$ cat config.mk
export PLATFORM = sky130hd
export DESIGN_NAME = eval_sequencer
export DESIGN_NICKNAME = d
export VERILOG_FILES = /design/src/rtl/eval_pkg.sv /design/src/rtl/eval_sequencer.sv
export VERILOG_INCLUDE_DIRS = /design/src /design/src/rtl
export SDC_FILE = /design/constraint.sdc
export NUM_CORES = 1
export LEC_CHECK = 0
export ABC_AREA = 1
export BUFFER_PORTS_ARGS = -buffer_cell sky130_fd_sc_hd__buf_2
export CORE_AREA = 2 2 228 230
export DETAILED_ROUTE_END_ITERATION = 8
export DIE_AREA = 0 0 230 232
export GPL_TIMING_DRIVEN = 0
export HOLD_SLACK_MARGIN = 0.12
export PLACE_DENSITY_LB_ADDON = 0.3
export SLEW_MARGIN = 20
export SYNTH_ARGS = -nofsm -noshare
export SYNTH_HDL_FRONTEND = slang
export SYNTH_SLANG_ARGS = --single-unit
$ cat constraint.sdc
create_clock -name clk -period 8.7 [get_ports clk]
set_input_delay 0 -clock clk [delete_from_list [all_inputs] [get_ports clk]]
set_output_delay 0 -clock clk [all_outputs]
set_load 0.005 [all_outputs]
$ cat src/rtl/eval_config.svh
`ifndef EVAL_CONFIG_SVH
`define EVAL_CONFIG_SVH

// board geometry
`define SQUARES      64
`define RANKS        8
`define FILES        8
`define PIECE_WIDTH  4
`define BOARD_WIDTH  256 // SQUARES * PIECE_WIDTH

`define POP_WIDTH    6
`define SCORE_WIDTH  22
`define TALLY_WIDTH  9

// 7, 8 and 15 are unused piece codes
`define EMPTY_POSN   4'd0
`define WHITE_PAWN   4'd1
`define WHITE_KNIT   4'd2
`define WHITE_BISH   4'd3
`define WHITE_ROOK   4'd4
`define WHITE_QUEN   4'd5
`define WHITE_KING   4'd6
`define BLACK_PAWN   4'd9
`define BLACK_KNIT   4'd10
`define BLACK_BISH   4'd11
`define BLACK_ROOK   4'd12
`define BLACK_QUEN   4'd13
`define BLACK_KING   4'd14

// centipawn values
`define VALUE_PAWN   100
`define VALUE_KNIT   310
`define VALUE_BISH   320
`define VALUE_ROOK   500
`define VALUE_QUEN   900
`define VALUE_KING   20000

`define POP_WEIGHT   10
`define BUSY_CYCLES  4 // cycles the sequencer waits for the pipelines

`endif

$ cat src/rtl/eval_pkg.sv
`default_nettype none

`include "eval_config.svh"

package eval_pkg;

   // one square of the board
   typedef logic [`PIECE_WIDTH-1:0] piece_t;

   // square n at bits 4n+3:4n with square 0 at a1
   typedef logic [`BOARD_WIDTH-1:0] board_t;

   typedef logic [`POP_WIDTH-1:0] pop_t; // attack count from the move generator

   typedef logic signed [`SCORE_WIDTH-1:0] score_t; // centipawns with white positive

   typedef logic [`TALLY_WIDTH-1:0] tally_t;

   typedef struct packed
   {
      pop_t white_pop;
      pop_t black_pop;
   } mobility_t;

   typedef struct packed
   {
      logic   insufficient_material;
      score_t score;
   } eval_result_t;

   typedef enum logic [1:0]
   {
      idle,
      wait_attack,
      busy,
      done
   } eval_state_e;

endpackage

`default_nettype wire

$ cat src/rtl/eval_sequencer.sv
`timescale 1ns/100ps
`default_nettype none

`include "eval_config.svh"

module eval_sequencer import eval_pkg::*;
(
   input  logic         clk,
   input  logic         reset,
   input  logic         board_valid,
   input  board_t       board_in,
   input  logic         is_attacking_done,
   input  logic         clear_eval,
   input  score_t       material,
   input  logic         insufficient,
   input  score_t       mobility,
   output board_t       board_q,
   output logic         eval_valid,
   output eval_result_t result
);

   eval_state_e  state;
   logic [1:0]   stage_cnt;
   eval_result_t next_result;

   // board follows the input while idle and freezes once a request is taken
   always_ff @(posedge clk)
   begin
      if (state == idle)
      begin
         board_q <= board_in;
      end
   end

   always_comb
   begin
      if (insufficient)
      begin
         next_result.insufficient_material = 1'b1;
         next_result.score = '0; // dead draw
      end
      else
      begin
         next_result.insufficient_material = 1'b0;
         next_result.score = material + mobility;
      end
   end

   always_ff @(posedge clk)
   begin
      if (reset)
      begin
         state <= idle;
         stage_cnt <= '0;
         eval_valid <= 1'b0;
         result <= '0;
      end
      else
      begin
         case (state)
            idle:
            begin
               if (board_valid)
               begin
                  state <= wait_attack;
               end
            end
            wait_attack:
            begin
               if (is_attacking_done)
               begin
                  state <= busy;
                  stage_cnt <= 2'(`BUSY_CYCLES - 1);
               end
            end
            busy:
            begin
               // material needs 3 cycles from the frozen board, mobility 2 from pops
               if (stage_cnt == 2'd0)
               begin
                  state <= done;
                  eval_valid <= 1'b1;
                  result <= next_result;
               end
               else
               begin
                  stage_cnt <= stage_cnt - 2'd1;
               end
            end
            done:
            begin
               if (clear_eval)
               begin
                  state <= idle;
                  eval_valid <= 1'b0;
               end
            end
            default:
            begin
               state <= idle;
            end
         endcase
      end
   end

endmodule

`default_nettype wire

Word level (Yosys, flattened, before mapping)
Index checks and enable logic that the tools add are counted.
- bits in registers: 284
- input port bits: 306
- output and inout bits: 280
- logic and storage cells: 36
- $add $sub $neg: 2
- eq/ne operators: 8
- mux-type cells: 12
- reductions and logical operators: 8
- operators with widths (cell ; number):
    $mux 23 ; 1
    $add 22x22->22 ; 1
    $mux 2 ; 6
    $ne 2x2->1 const B ; 5
    $pmux 2 s4 ; 1
    $reduce_and 3->1 ; 2
    $eq 2x2->1 const B ; 2
    $logic_not 2->1 ; 2
    $pmux 2 s2 ; 1
    $reduce_and 4->1 ; 1
    $reduce_bool 2->1 ; 2
    $eq 2x1->1 const B ; 1
    $mux 1 ; 2
    $pmux 1 s2 ; 1
    $reduce_and 2->1 ; 1
    $sub 2x1->2 const B ; 1

Longest topological paths before layout
- word-level depth: 3
- mapped depth: 12
- mapped depth without buffers: 12

Worst setup path before layout
No wires, ideal clock.
- path kind: reg2reg
- from: register state[0]
- to: register state[0]
- data arrival time: 7.063 ns
- data required time: 8.614 ns
- setup slack: 1.551 ns
- cell stages (with the launch flop): 9
- path buffers: 0
- period minus slack after synthesis: 7.149 ns
- path through: dfxtp_1 > inv_1 > ha_1 > inv_1 > nor2_1 > nor2_1 > nand2_1 > nor3_1 > a211oi_1
- word-level cells in the longest chain between the ends: 3
- elaborated cells between the ends (all ways): 10
- ends and longest elaborated chain (element ; RTL line ; source):
    start: declaration ; eval_sequencer.sv:22 ; eval_state_e state;
    start signal: assignment ; eval_sequencer.sv:53 ; state <= idle;
    start signal: assignment ; eval_sequencer.sv:65 ; state <= wait_attack;
    start signal: assignment ; eval_sequencer.sv:72 ; state <= busy;
    $eq 2x1->1, or another cell as far along ; eval_sequencer.sv:60 ; case (state)
    $ne 2x2->1 (no line) ; -- ;
    $reduce_and 4->1 (no line) ; -- ;
Parallel ways exist; a longest one is shown, timed or not.
A chain may end at the register's enable or synchronous reset.

Worst setup path in the final report
- from: input mobility[0]
- to: register result[20] in the netlist's numbering
- word-level cells in the longest chain between the ends: 2
- ends and longest elaborated chain (element ; RTL line ; source):
    start: declaration ; eval_sequencer.sv:16 ; input score_t mobility,
    $add 22x22->22 ; eval_sequencer.sv:45 ; next_result.score = material + mobility;
    $mux 23 ; eval_sequencer.sv:37 ; if (insufficient)
    end signal: assignment ; eval_sequencer.sv:83 ; result <= next_result;
    end: declaration ; eval_sequencer.sv:19 ; output eval_result_t result
No other way between the ends.

==> summary.txt <==
Hold path
  • Hold path start: material[9]
  • Hold Path Sink: result[9]$_SDFFE_PP0P_
  • Hold path cells: 5
  • Worst Hold Class: in2reg

Synthesis
  • Number of cells produced by synthesis: 688
  • Yosys reg bits: 284
  • Area contributors post-synth: edfxtp_1, nand2_1, dfxtp_1
  • Avg Inst Size Synth: between 10 and 15 um2
  • Netlist cell types: 34
  • Synth warn: 0
  • Yosys top cell by area: edfxtp_1
  • Sequential area share after synthesis: 0.7999
  • Mapped Area: 10310 um2
  • Syn Nets: 1022
  • Post-synth top area share: 0.7455

Power
  • Peak VDD IR: 0.0001536 V
  • Part of the power in registers: 0.433
  • Clk pwr share: 0.283
  • Pint: 3664 uW
  • Sw Share: 0.3120
  • Power Density: 287.4 nW/um2
  • Logic gate share of total power: 0.284
  • Leakage: 0.008154 uW
  • Net load switching power: 1661 uW

Placement
  • Post-DP HPWL: ~36000 um
  • Gpl congestion: about 0.84
  • Port bufs: 584
  • Placed Area: between 10000 and 15000 um2

Clock tree
  • Clk_lat worst skew: 0.55 ns
  • CTS root buf: clkbuf_16
  • Clock transition at the registers of the reported paths: around 0.060 ns
  • TritonCTS clock tree: built
  • TritonCTS Buffers: 35
  • Clock Sinks: 284
  • Post-CTS setup buffers: 0
  • Clock Tree Buf Depth: 3
  • H-tree depth: 2

Floorplanning
  • IO Pins: 586
  • Initial core utilization: 0.2026
  • Die X: between 200 and 250 um
  • CORE AREA: 50890 um2
  • Cell Rows: 83
  • Die area: 53360 um2
  • Die H: between 200 and 250 um

Worst setup path
  • R2R Path Start: state[0]$_SDFFE_PP0P_
  • Cells along the critical path: dlygate4sd3_1 -> buf_2 -> ha_1 -> fa_1 -> nand3_1 -> nand3_1 -> nand2_1 -> nand3_1 -> nand2_1 -> dlygate4sd3_1 -> nand3_1 -> dlygate4sd3_1 -> a21oi_1
  • Crit-path max cell delay: roughly 0.57 ns
  • R2R Setup Slk: 6.10 ns
  • FF-to-FF path depth: 8
  • CP most frequent cell: nand3_1
  • Worst EP required: about 9 ns
  • Critical Path Source Type: primary input
  • Reg2reg end: result[21]$_SDFFE_PP0P_
  • Crit. End Element: flip-flop
  • Critical path's slowest cell: dlygate4sd3_1
  • Worst Setup Path Type: in2reg
  • CP max FO: 5
  • Critical path's top delay family: buffers and inverters
  • Worst Path Buf+Inv: 4
  • Crit path DAT: ~3.3 ns

Routing
  • Post-route ant nets: 0
  • Vias after detailed routing: 9184
  • DRC viols: 0
  • Drt initial violations: 497
  • Wirelength, routed: 46850 um
  • Vias per cell: roughly 3.9
  • Drt pass-1 iters: 5
  • Drt wl/cell: 20.02 um

Cells and area
  • Final instance area: ~19000 um2
  • Nets: 1960
  • Area grow syn2layout: 79.71%
  • Commonest non-fill, non-tap cell in the layout: buf_2
  • Most frequent cells in the layout: buf_2, dlygate4sd3_1, edfxtp_1
  • Share of layout cells above drive strength 1: 0.4104

Job
  • Max-Cap Viols: 0

Global route
  • Initial antenna violation count: 18
  • First-pass GRT wire length: 63290 um
  • GRT Total Usage: 0.1661
  • Total gr overflow: 0
  • Vias in the first global route: 9288
  • Largest net degree at the start of global routing: 56

Status
  • Outcome: finished, final reports clean

Timing
  • Final count of hold timing violations: 0
  • Measured slew at the worst slew-check pin: ~0.54 ns
  • RSZ-0062 raised after global routing: false
  • Peak Freq: 0.3518 GHz
  • Final setup viols: 0
  • Hold_ws: 0.1329 ns
  • Rel. slew slack: 0.6373
  • Final Critical Period: 2.842 ns
  • Slew Limit Fails: 0
  • Tcrit/Tclk final: 0.3267
  • Clock Skew: 0.02197 ns
==> routing by layer <==
metal,vias up,track usage,share of wire
met5,-,0,0.0017
met4,14,0.09859,0.056
met3,92,0.05145,0.083
met2,404,0.2865,0.50
met1,4348,0.1792,0.36
li1,4326,-,-
==> registers in the layout (all words and copies together), names as in the netlist <==
name        cells
eval_valid      1
stage_cnt       2
state           2
board_q       256
result         23
==> how the worst max path moves through the flow <==
stage / start / to / slack (ns) / cells past startpoint
floorplan: state[0]$_SDFFE_PP0P_ / state[0]$_SDFFE_PP0P_ / 1.55 / 8
global placement: state[0]$_SDFFE_PP0P_ / state[0]$_SDFFE_PP0P_ / -1.35 / 8
detailed placement: state[0]$_SDFFE_PP0P_ / board_q[228]$_DFFE_PN_ / 6.17 / 6
CTS: mobility[0] / result[20]$_SDFFE_PP0P_ / 5.92 / 13
global route: mobility[0] / result[20]$_SDFFE_PP0P_ / 5.70 / 13
finish: mobility[0] / result[20]$_SDFFE_PP0P_ / 5.86 / 13
==> cell usage after synthesis <==
cell / instances
nor2_1: 25
inv_1: 56
nand2_2: 6
a221oi_1: 1
edfxtp_1: 256
nand3_1: 34
o21bai_1: 2
a21oi_1: 34
buf_4: 1
and2_4: 1
xor2_1: 2
nor2_2: 4
nand3_2: 1
nor2_4: 2
a211oi_1: 2
ha_1: 27
or2_2: 6
a21oi_2: 1
nand3b_4: 1
fa_1: 1
o211ai_1: 1
dfxtp_1: 28
nand2_1: 157
buf_2: 1
nand2_4: 2
nor3_1: 8
inv_2: 7
a21boi_0: 1
o21ai_0: 1
nand3b_1: 6
nand4_1: 3
clkbuf_1: 5
a21oi_4: 1
or2_1: 4
==> power groups by stage <==
stage / registers, uW / clock network (uW) / logic [uW]
after CTS: 2300 / 1550 / 1570
after detailed placement: 2320 / 0 / 1430
final: 2300 / 1510 / 1510
after floorplan: 2550 / 0 / 338
after global routing: 2350 / 1610 / 1630
after global placement: 2340 / 0 / 1110
==> logic make-up after synthesis <==
kind of cell    Yosys count  synth area share
flops                   284            0.7999
xor+xnor                  2          0.001699
compound gates           44           0.02463
fa+ha+maj                28           0.03470
simple gates            260            0.1131
buf+inv                  70           0.02597
==> cell type report <==
type | instances | area, um2
clock buffers | 42 | 933.4
plain buffers | 7 | 31.28
clock inverters | 21 | 239.0
inverters | 63 | 236.5
well taps | 680 | 850.8
flip-flops and latches | 284 | 8248
multi-input cells | 334 | 1808
repair buffers | 901 | 6163
fillers | 4969 | 32360
diodes | 8 | 20.02
==> per-stage QoR <==
step / power, uW / instances / TNS [ns] / setup slack [ns] / util
final: 5325 / 2340 / 0 / 5.858 / 0.3642
after global routing: 5589 / 2335 / 0 / 5.699 / 0.3639
after CTS: 5419 / 2332 / 0 / 5.924 / 0.3638
after detailed placement: 3752 / 1958 / 0 / 6.168 / 0.2795
after global placement: 3447 / 1952 / -307.69 / -1.346 / 0.2768
after floorplan: 2889 / 688 / 0 / 1.551 / -
==> repair_timing <==
| item | in CTS | in global routing |
|---|---|---|
| endpoints found under the hold margin | 284 | 0 |
| setup endpoints to repair | 0 | 0 |
| hold buffers | 311 | 0 |
| resized for setup | 0 | 0 |
==> worst min-delay path, delay by kind of cell <==
| family | cells | cell delay, ns |
|---|---|---|
| buffers and inverters | 1 | 0.08 |
| AOI/OAI and AO/OA | 1 | 0.07 |
| and+or+nand+nor | 2 | 0.19 |
| adders and majority gates | 1 | 0.27 |
Power figures use the tool's default switching activity.
