**src/rtl/eval_config.svh**
```systemverilog
`ifndef EVAL_CONFIG_SVH
`define EVAL_CONFIG_SVH

// board geometry
`define SQUARES      64
`define RANKS        8
`define FILES        8
`define PIECE_WIDTH  4
`define BOARD_WIDTH  256 // SQUARES * PIECE_WIDTH

`define POP_WIDTH    6
`define SCORE_WIDTH  22
`define TALLY_WIDTH  9

// 7, 8 and 15 are unused piece codes
`define EMPTY_POSN   4'd0
`define WHITE_PAWN   4'd1
`define WHITE_KNIT   4'd2
`define WHITE_BISH   4'd3
`define WHITE_ROOK   4'd4
`define WHITE_QUEN   4'd5
`define WHITE_KING   4'd6
`define BLACK_PAWN   4'd9
`define BLACK_KNIT   4'd10
`define BLACK_BISH   4'd11
`define BLACK_ROOK   4'd12
`define BLACK_QUEN   4'd13
`define BLACK_KING   4'd14

// centipawn values
`define VALUE_PAWN   100
`define VALUE_KNIT   310
`define VALUE_BISH   320
`define VALUE_ROOK   500
`define VALUE_QUEN   900
`define VALUE_KING   20000

`define POP_WEIGHT   10
`define BUSY_CYCLES  4 // cycles the sequencer waits for the pipelines

`endif

```
**src/rtl/eval_pkg.sv**
```systemverilog
`default_nettype none

`include "eval_config.svh"

package eval_pkg;

   // one square of the board
   typedef logic [`PIECE_WIDTH-1:0] piece_t;

   // square n at bits 4n+3:4n with square 0 at a1
   typedef logic [`BOARD_WIDTH-1:0] board_t;

   typedef logic [`POP_WIDTH-1:0] pop_t; // attack count from the move generator

   typedef logic signed [`SCORE_WIDTH-1:0] score_t; // centipawns with white positive

   typedef logic [`TALLY_WIDTH-1:0] tally_t;

   typedef struct packed
   {
      pop_t white_pop;
      pop_t black_pop;
   } mobility_t;

   typedef struct packed
   {
      logic   insufficient_material;
      score_t score;
   } eval_result_t;

   typedef enum logic [1:0]
   {
      idle,
      wait_attack,
      busy,
      done
   } eval_state_e;

endpackage

`default_nettype wire

```
**src/rtl/mobility_score.sv**
```systemverilog
`timescale 1ns/100ps
`default_nettype none

`include "eval_config.svh"

module mobility_score import eval_pkg::*;
(
   input  logic      clk,
   input  mobility_t pops,
   output score_t    mobility
);

   mobility_t pops_q;
   score_t    white_term;
   score_t    black_term;

   always_ff @(posedge clk)
   begin
      pops_q <= pops; // stage 1
   end

   // the unsigned counts widen before the signed multiply
   always_comb
   begin
      white_term = score_t'(pops_q.white_pop) * score_t'(`POP_WEIGHT);
      black_term = score_t'(pops_q.black_pop) * score_t'(`POP_WEIGHT);
   end

   always_ff @(posedge clk)
   begin
      mobility <= white_term - black_term;
   end

endmodule

`default_nettype wire

```
**config.mk**
```make
export PLATFORM = sky130hd
export DESIGN_NAME = mobility_score
export DESIGN_NICKNAME = d
export VERILOG_FILES = /design/src/rtl/eval_pkg.sv /design/src/rtl/mobility_score.sv
export VERILOG_INCLUDE_DIRS = /design/src /design/src/rtl
export SDC_FILE = /design/constraint.sdc
export NUM_CORES = 1
export LEC_CHECK = 0
export BUFFER_PORTS_ARGS = -buffer_cell sky130_fd_sc_hd__buf_2
export CORE_MARGIN = 8
export CORE_UTILIZATION = 55
export DETAILED_ROUTE_END_ITERATION = 8
export GPL_TIMING_DRIVEN = 1
export MAX_ROUTING_LAYER = met4
export PLACE_DENSITY_LB_ADDON = 0.15
export SETUP_SLACK_MARGIN = 0.05
export SYNTH_ARGS = -nofsm -noshare
export SYNTH_HDL_FRONTEND = slang
export SYNTH_SLANG_ARGS = --single-unit
export TNS_END_PERCENT = 30
```
**constraint.sdc**
```tcl
create_clock -name clk -period 5.26 [get_ports clk]
set_input_delay 0 -clock clk [delete_from_list [all_inputs] [get_ports clk]]
set_output_delay 0 -clock clk [all_outputs]
set_load 0.02 [all_outputs]
```
Word-level counts from Yosys, hierarchy flattened
Index checks and enable logic that the tools add are counted.
{"block": "word_totals", "in_bits": 13, "elab_cells": 6, "reg_bits": 23}
{"block": "classes", "addsub": 1, "n_mul": 2}
{"op": "6-bit by 3-bit multiplier with 9-bit output, second input constant", "n": 2}
{"op": "10-bit by 10-bit subtractor with 11-bit output", "n": 1}

Logic depth before layout (Yosys ltp)
Gate-level depths: netlist of the first run.
{"block": "logic_depth", "ltp_word": 2, "depth_mapped": 13}

Least setup slack after synthesis of the first run
Ideal clock, no wire load.
{"block": "synth_timing", "path_kind": "reg2reg", "startpoint": "reg pops_q[7] (netlist bit)", "endpoint": "reg mobility[9]", "path_stages_with_launch": 12, "path_buffers": 0, "slack_ps": 2637, "arrival_ps": 2496, "cell_sequence": "dfxtp_1 > ha_1 > ha_1 > fa_1 > a21o_1 > a21oi_1 > xnor2_1 > ha_1 > a21o_1 > a31oi_1 > o21ai_0 > xor2_1"}
{"block": "synth_between", "elab_chain_cells": 2}
{"item": "start, declared", "line": "mobility_score.sv:13", "text": "mobility_t pops_q;"}
{"item": "start signal, assigned", "line": "mobility_score.sv:19", "text": "pops_q <= pops;"}
{"item": "6-bit by 3-bit multiplier with 9-bit output", "line": "mobility_score.sv:25", "text": "white_term = score_t'(pops_q.white_pop) * score_t'(`POP_WEIGHT);"}
{"item": "10-bit by 10-bit subtractor with 11-bit output", "line": "mobility_score.sv:31", "text": "mobility <= white_term - black_term;"}
{"item": "end signal, assigned", "line": "mobility_score.sv:31"}
{"item": "end, declared", "line": "mobility_score.sv:10", "text": "output score_t mobility"}
No other way between the ends.

Worst setup path in the final report of the first run
Ends and elaborated chain as after synthesis.

==> flow_summary_export.csv, run 1 <==
group,metric,value,unit
sta,fmax,0.3584,GHz
critical_path,startpoint_type,"flip-flop",
critical_path,cp-end-kind,"flip-flop",
place,place.gp.congestion,0.7487,
critical_path,critPathMaxFanout,5,
synth,synth-xor-area-share,8.054,%
critical_path,max_stage_delay,0.40,ns
critical_path,worst-r2r-setup-slack,2.47,ns
floorplanning,die_h,64.71,um
synth,synth_mux_area_share,0,%
power_and_ir_drop,leakagePower,0.7968,nW
grt,antenna_found_initial,0,
critical_path,crit_chain,"ha_1 -> ha_1 -> fa_1 -> a21o_1 -> a21oi_1 -> xnor2_1 -> ha_1 -> a21o_1 -> a31oi_1 -> o21ai_0 -> xor2_1",
final_layout,final_cell_mix,"buf_2, ha_1, dfxtp_1",
grt,grt_max_degree,13,
clocking,clock_sinks,22,
critical_path,crit_arrival,2.98,ns
grt,global_route.overflow_total,0,
sta,min_period,2.790,ns
synth,synth.cell_area,1305,um2
grt,first_global_vias,975,
floorplanning,core_area,2233,um2
synth,synth_compound_area_share,14.38,%
sta,hold_violations,0,
detailed_routing,via_per_inst,4.814,
sta,maxSlewViolCount,0,
power_and_ir_drop,power_density,405.6,nW/um2
status,status,"finished, final reports clean",
run,drv_cap,0,
floorplanning,rows,17,
synth,synthAdderAreaFrac,28.57,%
sta,setup_viol,0,
clocking,h-tree-depth,1,
detailed_routing,drc,0,
clocking,clockRootBuffer,"clkbuf_4",
critical_path,crit_start,"pops_q[7]",
floorplanning,initial_core_util,58.43,%
floorplanning,pin_count,35,
final_layout,layout-drive-gt1-share,23.13,%
synth,yosys.area_share.simple,4.890,%
final_layout,n_antenna_cell,0,
sta,hold_slack,0.3237,ns
final_layout,fin_nets,203,
critical_path,path_buf_inv,0,
synth,synth_top_family_by_area,"adder cells",
floorplanning,die-area,4187,um2
grt,grt_usage,11.80,%
min_path,holdCritPathClass,"input port to flip-flop",
clocking,cts_tree,"built",
detailed_routing,first_pass_iters,3,
critical_path,rr_startpoint,"pops_q[7]",
synth,ys_seq_elements,22,
synth,yosysSeqAreaShare,33.75,%
critical_path,criticalPathCategory,"flip-flop to flip-flop",
grt,grt_pass1_wl,3.926,mm
clocking,cts_made_buffers,3,
synth,syn-num-nets,165,
sta,setup_tns,0,ns
critical_path,cp_slowest_cell,"fa_1",
place,io_buffers,33,
synth,syn_avg_cell_area,10.52,um2
floorplanning,die_w,64.71,um
detailed_routing,routed_wl,2.245,mm
final_layout,fillers,180,
synth,yosys.cell_types.count,23,
clocking,clockBufferDepth,2,
clocking,clk_pin_slew_worst_paths,0.11,ns
detailed_routing,drt_iter0_drc,10,
place,post-dp-hpwl,1.814,mm
sta,rsz0062_at_grt,"no",
final_layout,final_common_cell,"buf_2",
sta,finalCritPeriodShare,53.05,%
detailed_routing,postRouteAntennaNets,0,
critical_path,critPathTopFamily,"adder cells",
min_path,hold_start,"pops[6]",
final_layout,fin_util,69.75,%
clocking,clkLatencyLatePin,0.30,ns
detailed_routing,wl_per_cell,11.94,um
sta,fin_skew,0.002353,ns
power_and_ir_drop,irDropWorstVdd,0.2501,mV
synth,netlist_instances,124,
critical_path,critPathRequiredTime,5.45,ns
synth,synth_warnings,0,
detailed_routing,vias,905,
final_layout,area_delta_synth_final,19.37,%
critical_path,crit_top_cell,"ha_1",
-- per-layer routing --
metal  global-route usage, %  part of all wire [%]
met2                   20.12                    45
met4                   3.542                   1.3
met3                   4.467                   7.7
met1                   12.40                    46
met5                       -                     0
-- cell families after synthesis --
logic type,Yosys count
DFF,22
xor gates and xnor gates,12
buffers and inverters,23
AOI/OAI and AO/OA,26
other,1
and+or+nand+nor,12
adders and majority gates,28
-- state kept, by name, indices dropped and copies added, names as in the netlist --
register and flops:
pops_q 12, mobility 10
-- area by class of cell --
type | instances | area, um2 | share of cell area (%)
Sequential cell | 22 | 440.4 | 28.27
Tap cell | 28 | 35.03 | 2.249
Multi-Input combinational cell | 79 | 733.2 | 47.07
Clock buffer | 3 | 22.52 | 1.446
Timing Repair Buffer | 45 | 285.3 | 18.31
Inverter | 11 | 41.29 | 2.651
-- through the flow --
step	setup slack (ns)	instances	power (mW)	area, um2
6_report	2.470	188	0.6319	1558
5_1_grt	2.315	188	0.6816	1558
2_1_floorplan	2.637	124	0.5125	1305
3_5_place_dp	2.504	173	0.5599	1415
4_1_cts	2.488	188	0.6413	1558
3_3_place_gp	2.564	173	0.5563	1415
-- where the power goes --
part	internal [mW]	switching, mW
Sequential	0.204	0.0152
Combinational	0.139	0.202
Clock	0.0267	0.0454
-- final timing paths --
kind | to | depth (start not counted)
worst max-delay path | mobility[9] | 11
worst min-delay path | pops_q[6] | 2
worst max register to register | mobility[9] | 11
worst min register to register | mobility[1] | 2
-- repair_timing --
action,4_1_cts,5_1_grt
buffers inserted,0,0
gates resized for setup,0,0
setup endpoints to repair,0,0
endpoints found under the hold margin,12,0
hold buffers,12,0
-- cell usage after synthesis, drive strengths merged --
| library cell | n | area [um2] |
|---|---|---|
| ha | 25 | 312.8 |
| dfxtp | 22 | 440.4 |
| buf | 12 | 90.09 |
| inv | 11 | 41.29 |
| a21oi | 7 | 35.03 |
| xnor2 | 7 | 61.31 |
| nor2b | 6 | 37.54 |
| a21o | 5 | 37.54 |
| o21ai | 5 | 25.02 |
| xor2 | 5 | 43.79 |
| o21a | 4 | 30.03 |
| fa | 3 | 60.06 |
| nor2 | 3 | 11.26 |
| a31o | 1 | 8.760 |
| a31oi | 1 | 6.260 |
| conb | 1 | 3.750 |
| nand2 | 1 | 3.750 |
| nand2b | 1 | 6.260 |
| nor3 | 1 | 5.000 |
| o2111ai | 1 | 8.760 |
| o31a | 1 | 8.760 |
| o41ai | 1 | 27.53 |
Note: power is estimated with default switching activity, not from simulation.
==> inputs of run 2 (changes only) <==
CORE_UTILIZATION = 51   (was 55)
clock period = 2.6 ns   (was 5.26 ns; I/O delays follow)
==> flow_summary_export.csv, run 2 (same netlist as run 1, synthesis figures left out) <==
group,metric,value,unit
sta,fmax,0.3979,GHz
grt,global_route.overflow_total,0,
place,post-dp-hpwl,1.941,mm
critical_path,reg2reg_depth,13,
sta,fin_ws,0.08708,ns
critical_path,rr_startpoint,"pops_q[1]",
sta,finalCritPeriodShare,96.65,%
detailed_routing,drc,0,
sta,hold_violations,0,
grt,grt_max_degree,13,
final_layout,fin_util,71.15,%
floorplanning,die_h,66.59,um
grt,grt_pass1_wl,4.353,mm
floorplanning,initial_core_util,53.16,%
grt,antenna_found_initial,0,
final_layout,layout.area.seq,446.7,um2
clocking,clkLatencyLatePin,0.31,ns
detailed_routing,first_pass_iters,4,
critical_path,crit_end,"mobility[9]",
floorplanning,core_area,2455,um2
final_layout,area_delta_synth_final,33.85,%
sta,min_period,2.513,ns
detailed_routing,routed_wl,2.762,mm
sta,rsz0062_at_grt,"yes",
final_layout,fillers,171,
critical_path,critPathMaxFanout,2,
final_layout,top_register,"pops_q",
final_layout,top_regs,"pops_q (12), mobility (10)",
final_layout,layout-drive-gt1-share,40.00,%
floorplanning,die_w,66.59,um
critical_path,criticalPathCategory,"flip-flop to flip-flop",
detailed_routing,wl_per_cell,13.81,um
clocking,clock_sinks,22,
power_and_ir_drop,leakagePower,0.8390,nW
clocking,cts_made_buffers,3,
clocking,h-tree-depth,1,
floorplanning,pin_count,35,
critical_path,crit_arrival,2.72,ns
final_layout,multi_input_area,832.0,um2
detailed_routing,drt_iter0_drc,67,
critical_path,critPathRequiredTime,2.81,ns
critical_path,worst-r2r-setup-slack,0.09,ns
sta,maxSlewViolCount,0,
place,io_buffers,33,
final_layout,final_cell_mix,"buf_2, dfxtp_1, ha_1",
final_layout,fin_nets,212,
place,place_ws,-0.06545,ns
power_and_ir_drop,power_density,791.7,nW/um2
critical_path,cp-end-kind,"flip-flop",
detailed_routing,vias,983,
clocking,clockBufferDepth,2,
grt,grt_usage,13.03,%
detailed_routing,postRouteAntennaNets,0,
grt,first_global_vias,1005,
final_layout,n_antenna_cell,0,
power_and_ir_drop,irDropWorstVdd,0.6967,mV
critical_path,crit_start,"pops_q[1]",
critical_path,r2r-end,"mobility[9]",
critical_path,startpoint_type,"flip-flop",
floorplanning,die-area,4434,um2
sta,fin_skew,0.001192,ns
clocking,cts_tree,"built",
run,drv_cap,0,
min_path,holdCritPathClass,"input port to flip-flop",
detailed_routing,via_per_inst,4.915,
clocking,clk_pin_slew_worst_paths,0.12,ns
place,place.gp.congestion,0.8194,
final_layout,largest_reg_flops,12,
sta,setup_viol,0,
floorplanning,rows,18,
final_layout,final_common_cell,"buf_2",
status,status,"finished, final reports clean",
power_and_ir_drop,p_total,1.383,mW
clocking,clockRootBuffer,"clkbuf_4",
-- run 2: critical path, cell delays in order (launching register included) --
cell,delay [ns]
dfxtp_2,0.35
ha_4,0.27
ha_4,0.13
inv_2,0.04
fa_2,0.34
inv_2,0.06
a21o_1,0.11
a21oi_2,0.05
xor2_1,0.17
ha_1,0.32
a21o_1,0.17
a31oi_1,0.15
o21ai_1,0.10
xor2_1,0.14
-- run 2: layout make-up --
type / count / share of cell area (%)
repair buffers: 54 / 20.20
well taps: 30 / 2.149
flip-flops and latches: 22 / 25.57
inverters: 11 / 2.364
clock buffers: 4 / 2.077
multi-input cells: 79 / 47.64
-- run 2: routing by layer --
metal	GRT usage, %	up-vias	wire (um)
met5	-	-	0
met4	4.000	0	15
met3	4.027	2	210
met2	23.18	35	1373
met1	13.27	444	1163
li1	-	502	-
-- run 2: report_power, final --
part | total, mW | switching (mW) | leakage (nW) | internal (mW)
clock | 0.188 | 0.102 | 0.0210 | 0.0856
combinational | 0.748 | 0.432 | 0.632 | 0.315
sequential | 0.447 | 0.0334 | 0.186 | 0.414
total | 1.38 | 0.568 | 0.839 | 0.815
-- run 2: worst min-delay path by stage --
stage	endpoint	start	slack (ns)	depth (start not counted)
final	pops_q[5]	pops[5]	0.31	2
after detailed placement	pops_q[1]	pops[1]	0.10	1
after floorplan	pops_q[0]	pops[0]	0.03	0
after global routing	pops_q[5]	pops[5]	0.29	2
after CTS	pops_q[5]	pops[5]	0.30	2
after global placement	pops_q[1]	pops[1]	0.10	1
-- run 2: timing repair --
action | 4_1_cts | 5_1_grt
pin swaps | 12 | 7
setup buffers | 4 | 2
gates resized for setup | 15 | 7
endpoints found under the setup margin | 1 | 2
hold buffers | 12 | 0
hold endpoints to repair | 12 | 0
-- run 2: per-stage QoR --
stage,hold slack [ns],cell area [um2],setup TNS (ns),instances
CTS,0.2986,1697,0,198
global placement,0.1023,1446,0,178
finish,0.3132,1747,0,200
detailed placement,0.1036,1446,-0.06545,178
global route,0.2948,1747,-0.006566,200
floorplan,0.02772,1311,0,124
