$ cat src/rtl/eval_config.svh
`ifndef EVAL_CONFIG_SVH
`define EVAL_CONFIG_SVH

// board geometry
`define SQUARES      64
`define RANKS        8
`define FILES        8
`define PIECE_WIDTH  4
`define BOARD_WIDTH  256 // SQUARES * PIECE_WIDTH

`define POP_WIDTH    6
`define SCORE_WIDTH  22
`define TALLY_WIDTH  9

// 7, 8 and 15 are unused piece codes
`define EMPTY_POSN   4'd0
`define WHITE_PAWN   4'd1
`define WHITE_KNIT   4'd2
`define WHITE_BISH   4'd3
`define WHITE_ROOK   4'd4
`define WHITE_QUEN   4'd5
`define WHITE_KING   4'd6
`define BLACK_PAWN   4'd9
`define BLACK_KNIT   4'd10
`define BLACK_BISH   4'd11
`define BLACK_ROOK   4'd12
`define BLACK_QUEN   4'd13
`define BLACK_KING   4'd14

// centipawn values
`define VALUE_PAWN   100
`define VALUE_KNIT   310
`define VALUE_BISH   320
`define VALUE_ROOK   500
`define VALUE_QUEN   900
`define VALUE_KING   20000

`define POP_WEIGHT   10
`define BUSY_CYCLES  4 // cycles the sequencer waits for the pipelines

`endif

$ cat src/rtl/eval_pkg.sv
`default_nettype none

`include "eval_config.svh"

package eval_pkg;

   // one square of the board
   typedef logic [`PIECE_WIDTH-1:0] piece_t;

   // square n at bits 4n+3:4n with square 0 at a1
   typedef logic [`BOARD_WIDTH-1:0] board_t;

   typedef logic [`POP_WIDTH-1:0] pop_t; // attack count from the move generator

   typedef logic signed [`SCORE_WIDTH-1:0] score_t; // centipawns with white positive

   typedef logic [`TALLY_WIDTH-1:0] tally_t;

   typedef struct packed
   {
      pop_t white_pop;
      pop_t black_pop;
   } mobility_t;

   typedef struct packed
   {
      logic   insufficient_material;
      score_t score;
   } eval_result_t;

   typedef enum logic [1:0]
   {
      idle,
      wait_attack,
      busy,
      done
   } eval_state_e;

endpackage

`default_nettype wire

$ cat src/rtl/material_guard.sv
`timescale 1ns/100ps
`default_nettype none

`include "eval_config.svh"

module material_guard import eval_pkg::*;
(
   input  logic   clk,
   input  board_t board_q,
   output logic   insufficient
);

   logic [1:0] white_class_q [`SQUARES];
   logic [1:0] black_class_q [`SQUARES];
   tally_t     white_tally;
   tally_t     black_tally;
   tally_t     white_tally_q;
   tally_t     black_tally_q;

   // a pawn, rook or queen alone can mate, so it weighs more than any pair of minors
   function automatic logic [1:0] piece_class(input piece_t piece, input logic black);
      logic [2:0] kind;
      kind = piece[2:0];
      if (piece[3] != black)
         return 2'd0;
      if (kind == `WHITE_PAWN || kind == `WHITE_ROOK || kind == `WHITE_QUEN)
         return 2'd3;
      if (kind == `WHITE_KNIT || kind == `WHITE_BISH)
         return 2'd1;
      return 2'd0; // king, empty, unused
   endfunction

   always_ff @(posedge clk)
   begin
      for (int sq = 0; sq < `SQUARES; sq++)
      begin
         white_class_q[sq] <= piece_class(board_q[sq*`PIECE_WIDTH +: `PIECE_WIDTH], 1'b0);
         black_class_q[sq] <= piece_class(board_q[sq*`PIECE_WIDTH +: `PIECE_WIDTH], 1'b1);
      end
   end

   always_comb
   begin
      white_tally = '0;
      black_tally = '0;
      for (int sq = 0; sq < `SQUARES; sq++)
      begin
         white_tally = white_tally + tally_t'(white_class_q[sq]);
         black_tally = black_tally + tally_t'(black_class_q[sq]);
      end
   end

   always_ff @(posedge clk)
   begin
      white_tally_q <= white_tally;
      black_tally_q <= black_tally;
      // lone minor against a bare king cannot mate either way
      insufficient <= (white_tally_q == '0 && black_tally_q <= tally_t'(1)) ||
                      (white_tally_q <= tally_t'(1) && black_tally_q == '0);
   end

endmodule

`default_nettype wire

$ cat config.mk
export PLATFORM = sky130hd
export DESIGN_NAME = material_guard
export DESIGN_NICKNAME = d
export VERILOG_FILES = /design/src/rtl/eval_pkg.sv /design/src/rtl/material_guard.sv
export VERILOG_INCLUDE_DIRS = /design/src /design/src/rtl
export SDC_FILE = /design/constraint.sdc
export NUM_CORES = 1
export LEC_CHECK = 0
export BUFFER_PORTS_ARGS = -buffer_cell sky130_fd_sc_hd__buf_2
export CAP_MARGIN = 25
export CORE_ASPECT_RATIO = 0.9
export CORE_UTILIZATION = 36
export CTS_BUF_LIST = sky130_fd_sc_hd__clkbuf_4 sky130_fd_sc_hd__clkbuf_8
export DETAILED_ROUTE_END_ITERATION = 8
export GPL_ROUTABILITY_DRIVEN = 0
export PLACE_DENSITY_LB_ADDON = 0.15
export SETUP_SLACK_MARGIN = 0.2
export SYNTH_ARGS = -nofsm -noshare
export SYNTH_HDL_FRONTEND = slang
export SYNTH_SLANG_ARGS = --single-unit
$ cat constraint.sdc
create_clock -name clk -period 8.3 [get_ports clk]
set_input_delay 0.415 -clock clk [delete_from_list [all_inputs] [get_ports clk]]
set_output_delay 0.415 -clock clk [all_outputs]
set_load 0.05 [all_outputs]
Word level (Yosys, flattened, before mapping)
Memories as Yosys holds them, arrays and structs flattened.
Index checks and enable logic that the tools add are counted.
{ "word_totals": {"ff_bits": 19, "elab_cells": 1994, "output_inout_bits": 1, "ram_bits": 256, "memories": 2} }
{ "classes": {"magnitude_cmp": 2, "eq_ne": 320, "reduce_logical": 197, "add_sub_neg": 126, "n_mux": 1344} }
{ "memory_table": {"columns": ["name", "depth", "width", "rd", "rd_clocked_by_memory_dff", "wr", "line_no", "text"], "rows": [
  ["black_class_q", 64, 2, 64, 0, 64, "material_guard.sv:14", "logic [1:0] black_class_q [`SQUARES];"],
  ["white_class_q", 64, 2, 64, 0, 64, "material_guard.sv:13", "logic [1:0] white_class_q [`SQUARES];"]
]} }
{ "ops": {"columns": ["operator", "n"], "rows": [
  ["$mux W2", 768],
  ["$add A9 B2 Y9", 112],
  ["$mux W1", 576],
  ["$eq A3 B2 Y1 const B", 128],
  ["$eq A3 B3 Y1 const B", 128],
  ["$logic_or A1 B1 Y1", 193],
  ["$eq A3 B1 Y1 const B", 64],
  ["$add A8 B2 Y9", 2],
  ["$le A9 B1 Y1 const B", 2],
  ["$logic_not A9 Y1", 2],
  ["$add A7 B2 Y8", 2],
  ["$add A6 B2 Y7", 2],
  ["$add A5 B2 Y6", 2],
  ["$add A4 B2 Y5", 2],
  ["$add A3 B2 Y4", 2],
  ["$add A2 B2 Y3", 2],
  ["$logic_and A1 B1 Y1", 2]
]} }

Depth between registers and ports, before layout
Gate-level depths: netlist of run 1.
{ "logic_depth": {"depth_word": 63, "mapped_depth": 23} }

Worst setup path after synthesis of run 1
Ideal clock, no wire load.
{ "synth_path": {"path_kind": "register to register", "from": "memory white_class_q[3][0] (netlist: white_class_q[0][6])", "to": "register white_tally_q[7]", "t_required_ns": 8.228, "slack_ns": 1.887, "arrival_ns": 6.341, "stages_incl_launch_ff": 22, "period_less_slack_ns": 6.413, "path_cell_list": "dfxtp_1 > fa_1 > inv_1 > fa_1 > inv_1 > fa_1 > fa_1 > inv_1 > fa_1 > inv_1 > fa_1 > fa_1 > fa_1 > inv_1 > fa_1 > inv_1 > ha_1 > fa_1 > a211oi_1 > o21bai_1 > a21oi_1 > xnor2_1"} }
{ "synth_lines": {"columns": ["element", "line_no", "text"], "rows": [
  ["start: declaration", "material_guard.sv:13", null],
  ["end signal: assignment", "material_guard.sv:55", "white_tally_q <= white_tally;"],
  ["end: declaration", "material_guard.sv:17", "tally_t white_tally_q;"]
]} }

==> key figures, run 1 <==
Floorplanning
  – Die Height: 197 um
  – Number of top-level pins: 258
  – Die width: 219 um
  – Row count: 71
  – Die area: 43300 um^2
  – Initial Util: 0.365
  – Core region area: 41800 um^2

Synth
  – Synth top area share: 0.360
  – Synthesized area per cell: 10.7 um^2
  – Netlist cell types: 26
  – Cells after Synth: 1428
  – Top cells by area, synth: dfxtp_1 36%, fa_1 34%, inv_1 10%
  – Sequential-to-total area share from yosys stat: 0.360
  – Syn nets: 1983
  – Post-synthesis register bit count: 275
  – Area leader, netlist: dfxtp_1
  – Post-synthesis cell area: 15300 um^2
  – Yosys warnings: 0

Setup path
  – Worst path bufs/invs: 6
  – Worst endpoint required time: 8.80 ns
  – R2r setup slk: 1.58 ns
  – Worst reg-to-reg path cell count: 21
  – Crit-path cells: fa_1, inv_1, fa_1, inv_1, fa_1, inv_1, fa_1, inv_1, fa_1, inv_1, fa_1, fa_1, fa_1, fa_1, inv_1, ha_1, fa_1, a211oi_1, o21bai_1, a21oi_1, xnor2_1
  – Worst path max stage delay: 0.55 ns
  – RR Endpoint: black_tally_q[7]$_DFF_P_
  – Worst Path Arrival: 7.22 ns
  – Endpoint class of the critical path: flip-flop
  – Crit start category: flip-flop
  – CP most frequent cell: fa_1
  – Crit. path cell count: 21
  – Worst-path maximum fanout: 3
  – CP delay by family, top: adder cells
  – Max stage delay cell, worst path: fa_1
  – Crit path kind: reg2reg
  – R2R Path Start: black_class_q[0][7]$_SDFF_PN0_

CTS
  – Clk_lat worst skew: 0.57 ns
  – Clock buffer depth: 3
  – CTS resizes: 0
  – H-tree levels: 2
  – CTS root buf: clkbuf_8
  – TritonCTS clock tree: built
  – Clk sinks: 275
  – TritonCTS Buffers: 46
  – CTS clock-pin slew for the worst setup and hold paths: 0.06 ns

Min path
  – Worst Hold End: white_class_q[0][63]$_SDFF_PP0_
  – Worst hold path type: in2reg
  – Worst Hold Depth: 2
  – HP Start: board_q[127]

Outcome
  – Status: finished clean

Placement
  – Hpwl dp: 29.0 mm
  – Port Buf Inserts: 257

STA
  – Final Hold Vio Count: 0
  – Max frequency: 149 MHz
  – Worst-Margin Slew: 0.415 ns
  – Worst slew margin: 0.722
  – Worst Clk Skew: 0.0247 ns
  – Final Slew Violations: 0
  – Period utilization: 0.810
  – Final setup viols: 0
  – Setup TNS: 0 ns
  – Final Critical Period: 6.72 ns
  – RSZ-0062 raised after global routing: no

Routing
  – Starting DRT DRC Count: 287
  – WL/cell: 14.3 um
  – Drt pass-1 iters: 4
  – Final WL: 33.5 mm
  – Post-route ant nets: 0
  – DR vias: 10100
  – Drt via density: 4.31
  – Residual DRC: 0

Global routing
  – Met1 Usage GRT: 0.226
  – Met3 usage: 0.0293
  – Tot GR Track Use: 0.161
  – First-pass GRT wire length: 53.1 mm
  – M2 GR Usage: 0.256
  – Top Usage Layer GRT: met2
  – Largest net degree at the start of global routing: 12
  – Initial antenna violation count: 1
  – Vias in the first global route: 10500
  – GR Overflow Total: 0

Finish
  – Layout cells sized above 1: 0.189
  – Nets: 2323
  – Synth-to-Final Area Change: 22.3%
  – Diode count: 0

Run
  – Max-cap violations: 0
what timing repair did:
item,in CTS,in global routing
setup buffers,0,0
hold endpoints to repair,54,0
hold buffers,35,0
setup endpoints to repair,0,0
layer usage:
layer,part of all wire,up-vias
met1,0.48,4782
met2,0.46,181
met5,0.00039,-
met3,0.042,44
li1,-,5100
met4,0.016,2
flip-flops by register name, summed over array words and instances (netlist names):
| name | flops |
|---|---|
| black_tally_q | 9 |
| white_class_q | 128 |
| insufficient | 1 |
| black_class_q | 128 |
| white_tally_q | 9 |
stage by stage:
| stage | instances | worst slack, ns | hold slack, ns | utilization | instance area, um^2 |
|---|---|---|---|---|---|
| after detailed placement | 2232 | 1.54 | 0.393 | 0.412 | 17300 |
| after global placement | 2232 | 1.60 | 0.397 | 0.412 | 17300 |
| after floorplan | 1428 | 1.89 | 0.386 | - | 15300 |
| final | 2348 | 1.58 | 0.0506 | 0.447 | 18700 |
| after global routing | 2348 | 1.28 | 0.00606 | 0.447 | 18700 |
| after CTS | 2348 | 1.53 | 0.000125 | 0.447 | 18700 |
cell type report:
cell class              count  area [um^2]
clock buffers              73          917
well taps                 547          684
repair buffers            292         1640
clock inverters             8          168
inverters                 409         1540
flip-flops and latches    275         5510
fillers                  3986        23200
multi-input cells         744         8240
cells in the final DEF (no fill, tap or decap), drive strengths merged, types with 2 or more instances in the layout:
master	count
nor4	3
nor2b	20
ha	38
nor3	174
buf	257
fa	260
inv	409
o21ai	2
o21bai	2
a21oi	26
a21o	4
and2	19
nor2	65
clkinv	2
clkbuf	73
dlygate4sd3	35
bufinv	5
xnor2	6
dfxtp	275
xor2	4
a211oi	95
nor3b	18
Yosys cell counts:
cell type    n
nand3_1      1
xor2_1       4
a311o_2      1
a22o_1       1
nor2_1      65
nor2b_1     20
o21ai_0      2
dfxtp_1    275
fa_1       260
nor4_1       3
nand4_1      1
a211oi_1    95
xnor2_1      6
a21oi_2      1
a21boi_0     1
inv_1      409
o21bai_1     2
nand2_1      1
a21oi_1     25
nor3b_1     18
and2_1      19
nor3_1     174
a21o_1       4
o21a_1       1
or4_1        1
ha_1        38
how the worst max path moves through the flow:
stage                                                from                       end  slack, ns
after floorplan            white_class_q[0][6]$_SDFF_PP0_  white_tally_q[7]$_DFF_P_       1.89
after global placement     white_class_q[0][6]$_SDFF_PP0_  white_tally_q[7]$_DFF_P_       1.60
after detailed placement   black_class_q[0][7]$_SDFF_PN0_  black_tally_q[7]$_DFF_P_       1.54
after CTS                  black_class_q[0][7]$_SDFF_PN0_  black_tally_q[7]$_DFF_P_       1.53
after global routing      white_class_q[1][22]$_SDFF_PP0_  white_tally_q[7]$_DFF_P_       1.28
final                      black_class_q[0][7]$_SDFF_PN0_  black_tally_q[7]$_DFF_P_       1.58
cells by family (layout without fill, tap and decap cells):
| group | Yosys count | after routing | share of synthesized area |
|---|---|---|---|
| adders and majority gates | 298 | 298 | 0.372 |
| xor gates and xnor gates | 10 | 10 | 0.00573 |
| and+or+nand+nor | 303 | 303 | 0.100 |
| DFF | 275 | 275 | 0.360 |
| AOI/OAI and AO/OA | 133 | 133 | 0.0613 |
| buffers and inverters | 409 | 782 | 0.100 |
Power of run 1 is left out: the tool's default activity adds up to more than one toggle a clock period on the data nets, which glitch-free logic cannot reach.
==> run 2: changes to the inputs <==
==> constraint.sdc (replaced) <==
create_clock -name clk -period 6.65 [get_ports clk]
set_input_delay 0.3325 -clock clk [delete_from_list [all_inputs] [get_ports clk]]
set_output_delay 0.3325 -clock clk [all_outputs]
set_load 0.05 [all_outputs]
==> run 2 against run 1 <==
  * Cell count up 10%
  * Setup slack worse by 1.3 ns
  * Via count increased by 8.4%
  * Largest cell class unchanged
  * Critical path type unchanged
  * Critical endpoint unchanged
==> key figures, run 2 (synthesis results as in run 1) <==
Outcome
  – Status: finished clean (unchanged)

Routing
  – Residual DRC: 0 (unchanged)
  – Drt via density: 4.24 (was 4.31)
  – WL/cell: 14.0 um (was 14.3 um)
  – Drt pass-1 iters: 4 (unchanged)
  – Final WL: 36.2 mm (was 33.5 mm)
  – DR vias: 11000 (was 10100)
  – Starting DRT DRC Count: 311 (was 287)
  – Post-route ant nets: 0 (unchanged)

Setup path
  – Worst path max stage delay: 0.54 ns (was 0.55 ns)
  – Crit-path cells: fa_1, inv_2, fa_1, inv_2, fa_2, inv_2, fa_1, inv_2, fa_2, inv_2, fa_2, fa_1, fa_2, fa_1, inv_2, ha_4, fa_2, a211oi_2, o21bai_1, a21oi_1, xnor2_1 (was fa_1, inv_1, fa_1, inv_1, fa_1, inv_1, fa_1, inv_1, fa_1, inv_1, fa_1, fa_1, fa_1, fa_1, inv_1, ha_1, fa_1, a211oi_1, o21bai_1, a21oi_1, xnor2_1)
  – Max stage delay cell, worst path: fa_1 (unchanged)
  – Crit path kind: reg2reg (unchanged)
  – Worst path bufs/invs: 6 (unchanged)
  – CP most frequent cell: inv_2 (was fa_1)
  – Worst endpoint required time: 7.17 ns (was 8.80 ns)
  – Crit start category: flip-flop (unchanged)
  – Worst Path Arrival: 6.92 ns (was 7.22 ns)
  – Endpoint class of the critical path: flip-flop (unchanged)
  – CP delay by family, top: adder cells (unchanged)
  – Worst-path maximum fanout: 2 (was 3)

Finish
  – Layout cells sized above 1: 0.199 (was 0.189)
  – Synth-to-Final Area Change: 37.9% (was 22.3%)
  – Finished Cell Area: 21100 um^2 (was 18700 um^2)
  – Nets: 2557 (was 2323)
  – Diode count: 0 (unchanged)
  – Fillers: 3764 (was 3986)
  – Final core utilization: 0.504 (was 0.447)
  – Largest registers: black_class_q x128, white_class_q x128 (unchanged)
  – Leading cell types in the layout, fill and taps excluded: 393 x inv_1, 267 x dfxtp_1, 265 x dlygate4sd3_1, 257 x buf_2, 235 x fa_1 (was 409 x inv_1, 275 x dfxtp_1, 260 x fa_1, 257 x buf_2, 174 x nor3_1)
  – Most common cell after layout, fill and taps aside: inv_1 (unchanged)

CTS
  – Clk_lat worst skew: 0.59 ns (was 0.57 ns)
  – CTS clock-pin slew for the worst setup and hold paths: 0.07 ns (was 0.06 ns)
  – Clock buffer depth: 3 (unchanged)
  – TritonCTS Buffers: 46 (unchanged)
  – Clk sinks: 275 (unchanged)
  – TritonCTS clock tree: built (unchanged)
  – CTS root buf: clkbuf_8 (unchanged)
  – H-tree levels: 2 (unchanged)

STA
  – Worst Clk Skew: 0.0195 ns (was 0.0247 ns)
  – Period utilization: 0.961 (was 0.810)
  – Worst slew margin: 0.752 (was 0.722)
  – Final Hold Vio Count: 0 (unchanged)
  – Max frequency: 156 MHz (was 149 MHz)
  – Final Critical Period: 6.39 ns (was 6.72 ns)
  – Final Slew Violations: 0 (unchanged)
  – Final hold slack: 0.0567 ns (was 0.0506 ns)
  – RSZ-0062 raised after global routing: yes (was no)
  – Final setup viols: 0 (unchanged)
  – Worst-Margin Slew: 0.370 ns (was 0.415 ns)
  – Fin worst setup slack: 0.257 ns (was 1.58 ns)

Global routing
  – Largest net degree at the start of global routing: 12 (unchanged)
  – First-pass GRT wire length: 58.4 mm (was 53.1 mm)
  – Tot GR Track Use: 0.176 (was 0.161)
  – Vias in the first global route: 11700 (was 10500)
  – Initial antenna violation count: 0 (was 1)
  – GR Overflow Total: 0 (unchanged)

Placement
  – Setup WS pre-CTS: -0.0663 ns (was 1.54 ns)
  – Port Buf Inserts: 257 (unchanged)
  – Hpwl dp: 28.9 mm (was 29.0 mm)
  – Post-DP Area: 17300 um^2 (about the same)

Floorplanning
  – Number of top-level pins: 258 (unchanged)
  – Row count: 71 (unchanged)
  – Die width: 219 um (unchanged)
  – Die Height: 197 um (unchanged)
  – Core region area: 41800 um^2 (unchanged)
  – Die area: 43300 um^2 (unchanged)
  – Initial Util: 0.365 (unchanged)

Min path
  – Worst hold path type: in2reg (unchanged)

Run
  – Max-cap violations: 0 (unchanged)
[run 2: cell types whose count changed in the layout (fill, tap and decap cells not counted), sizes merged]
cell / before / now
buf: 257 / 261
bufinv: 5 / 0
clkbuf: 73 / 79
clkinv: 2 / 4
clkinvlp: 1 / 0
dlygate4sd3: 35 / 265
[run 2: timing repair]
| action | in CTS | in global routing |
|---|---|---|
| resized for setup | 26 | 38 |
| setup endpoints to repair | 6 | 7 |
| pin swaps | 53 | 56 |
| endpoints found under the hold margin | 256 | 0 |
| hold buffers | 265 | 0 |
| gates cloned | 0 | 0 |
| buffers inserted | 1 | 2 |
[run 2: metrics by stage]
stage	TNS (ns)	cells
after global routing	0	2584
final	0	2584
after global placement	-0.0273	2233
after floorplan	0	1428
after CTS	0	2582
after detailed placement	-0.109	2233
[run 2: layout make-up]
class	count	area, um^2	share of cell area
sequential	275	5520	0.262
timing repair buffer	526	3980	0.189
multi-input combinational	744	8380	0.397
clock inverter	4	20.0	0.000950
inverter	409	1540	0.0728
clock buffer	79	968	0.0459
tap	547	684	0.0325
[run 2: metal layers]
metal,share of wire,routed length (um),global-route usage,up-vias
li1,-,-,-,5569
met1,0.47,16900,0.238,5160
met2,0.48,17400,0.292,187
met3,0.034,1230,0.0273,44
met4,0.017,600,0.0489,0
met5,0,0,0,-
[run 2: final timing paths]
path                                          end  slack [ns]                             from  cells past startpoint
setup / recovery         black_tally_q[7]$_DFF_P_        0.26  black_class_q[0][13]$_SDFF_PN0_                     21
hold / removal    black_class_q[1][19]$_SDFF_PN0_        0.06                     board_q[164]                      3
setup reg to reg         black_tally_q[7]$_DFF_P_        0.26  black_class_q[0][13]$_SDFF_PN0_                     21
hold reg to reg              insufficient$_DFF_P_        0.42         black_tally_q[0]$_DFF_P_                      1
[run 2: tightest hold or removal path: cells and delay by family]
family / cells / cell delay [ns]
and+or+nand+nor: 2 / 0.17
buffers and inverters: 1 / 0.09
Power of run 2 is left out for the same reason.
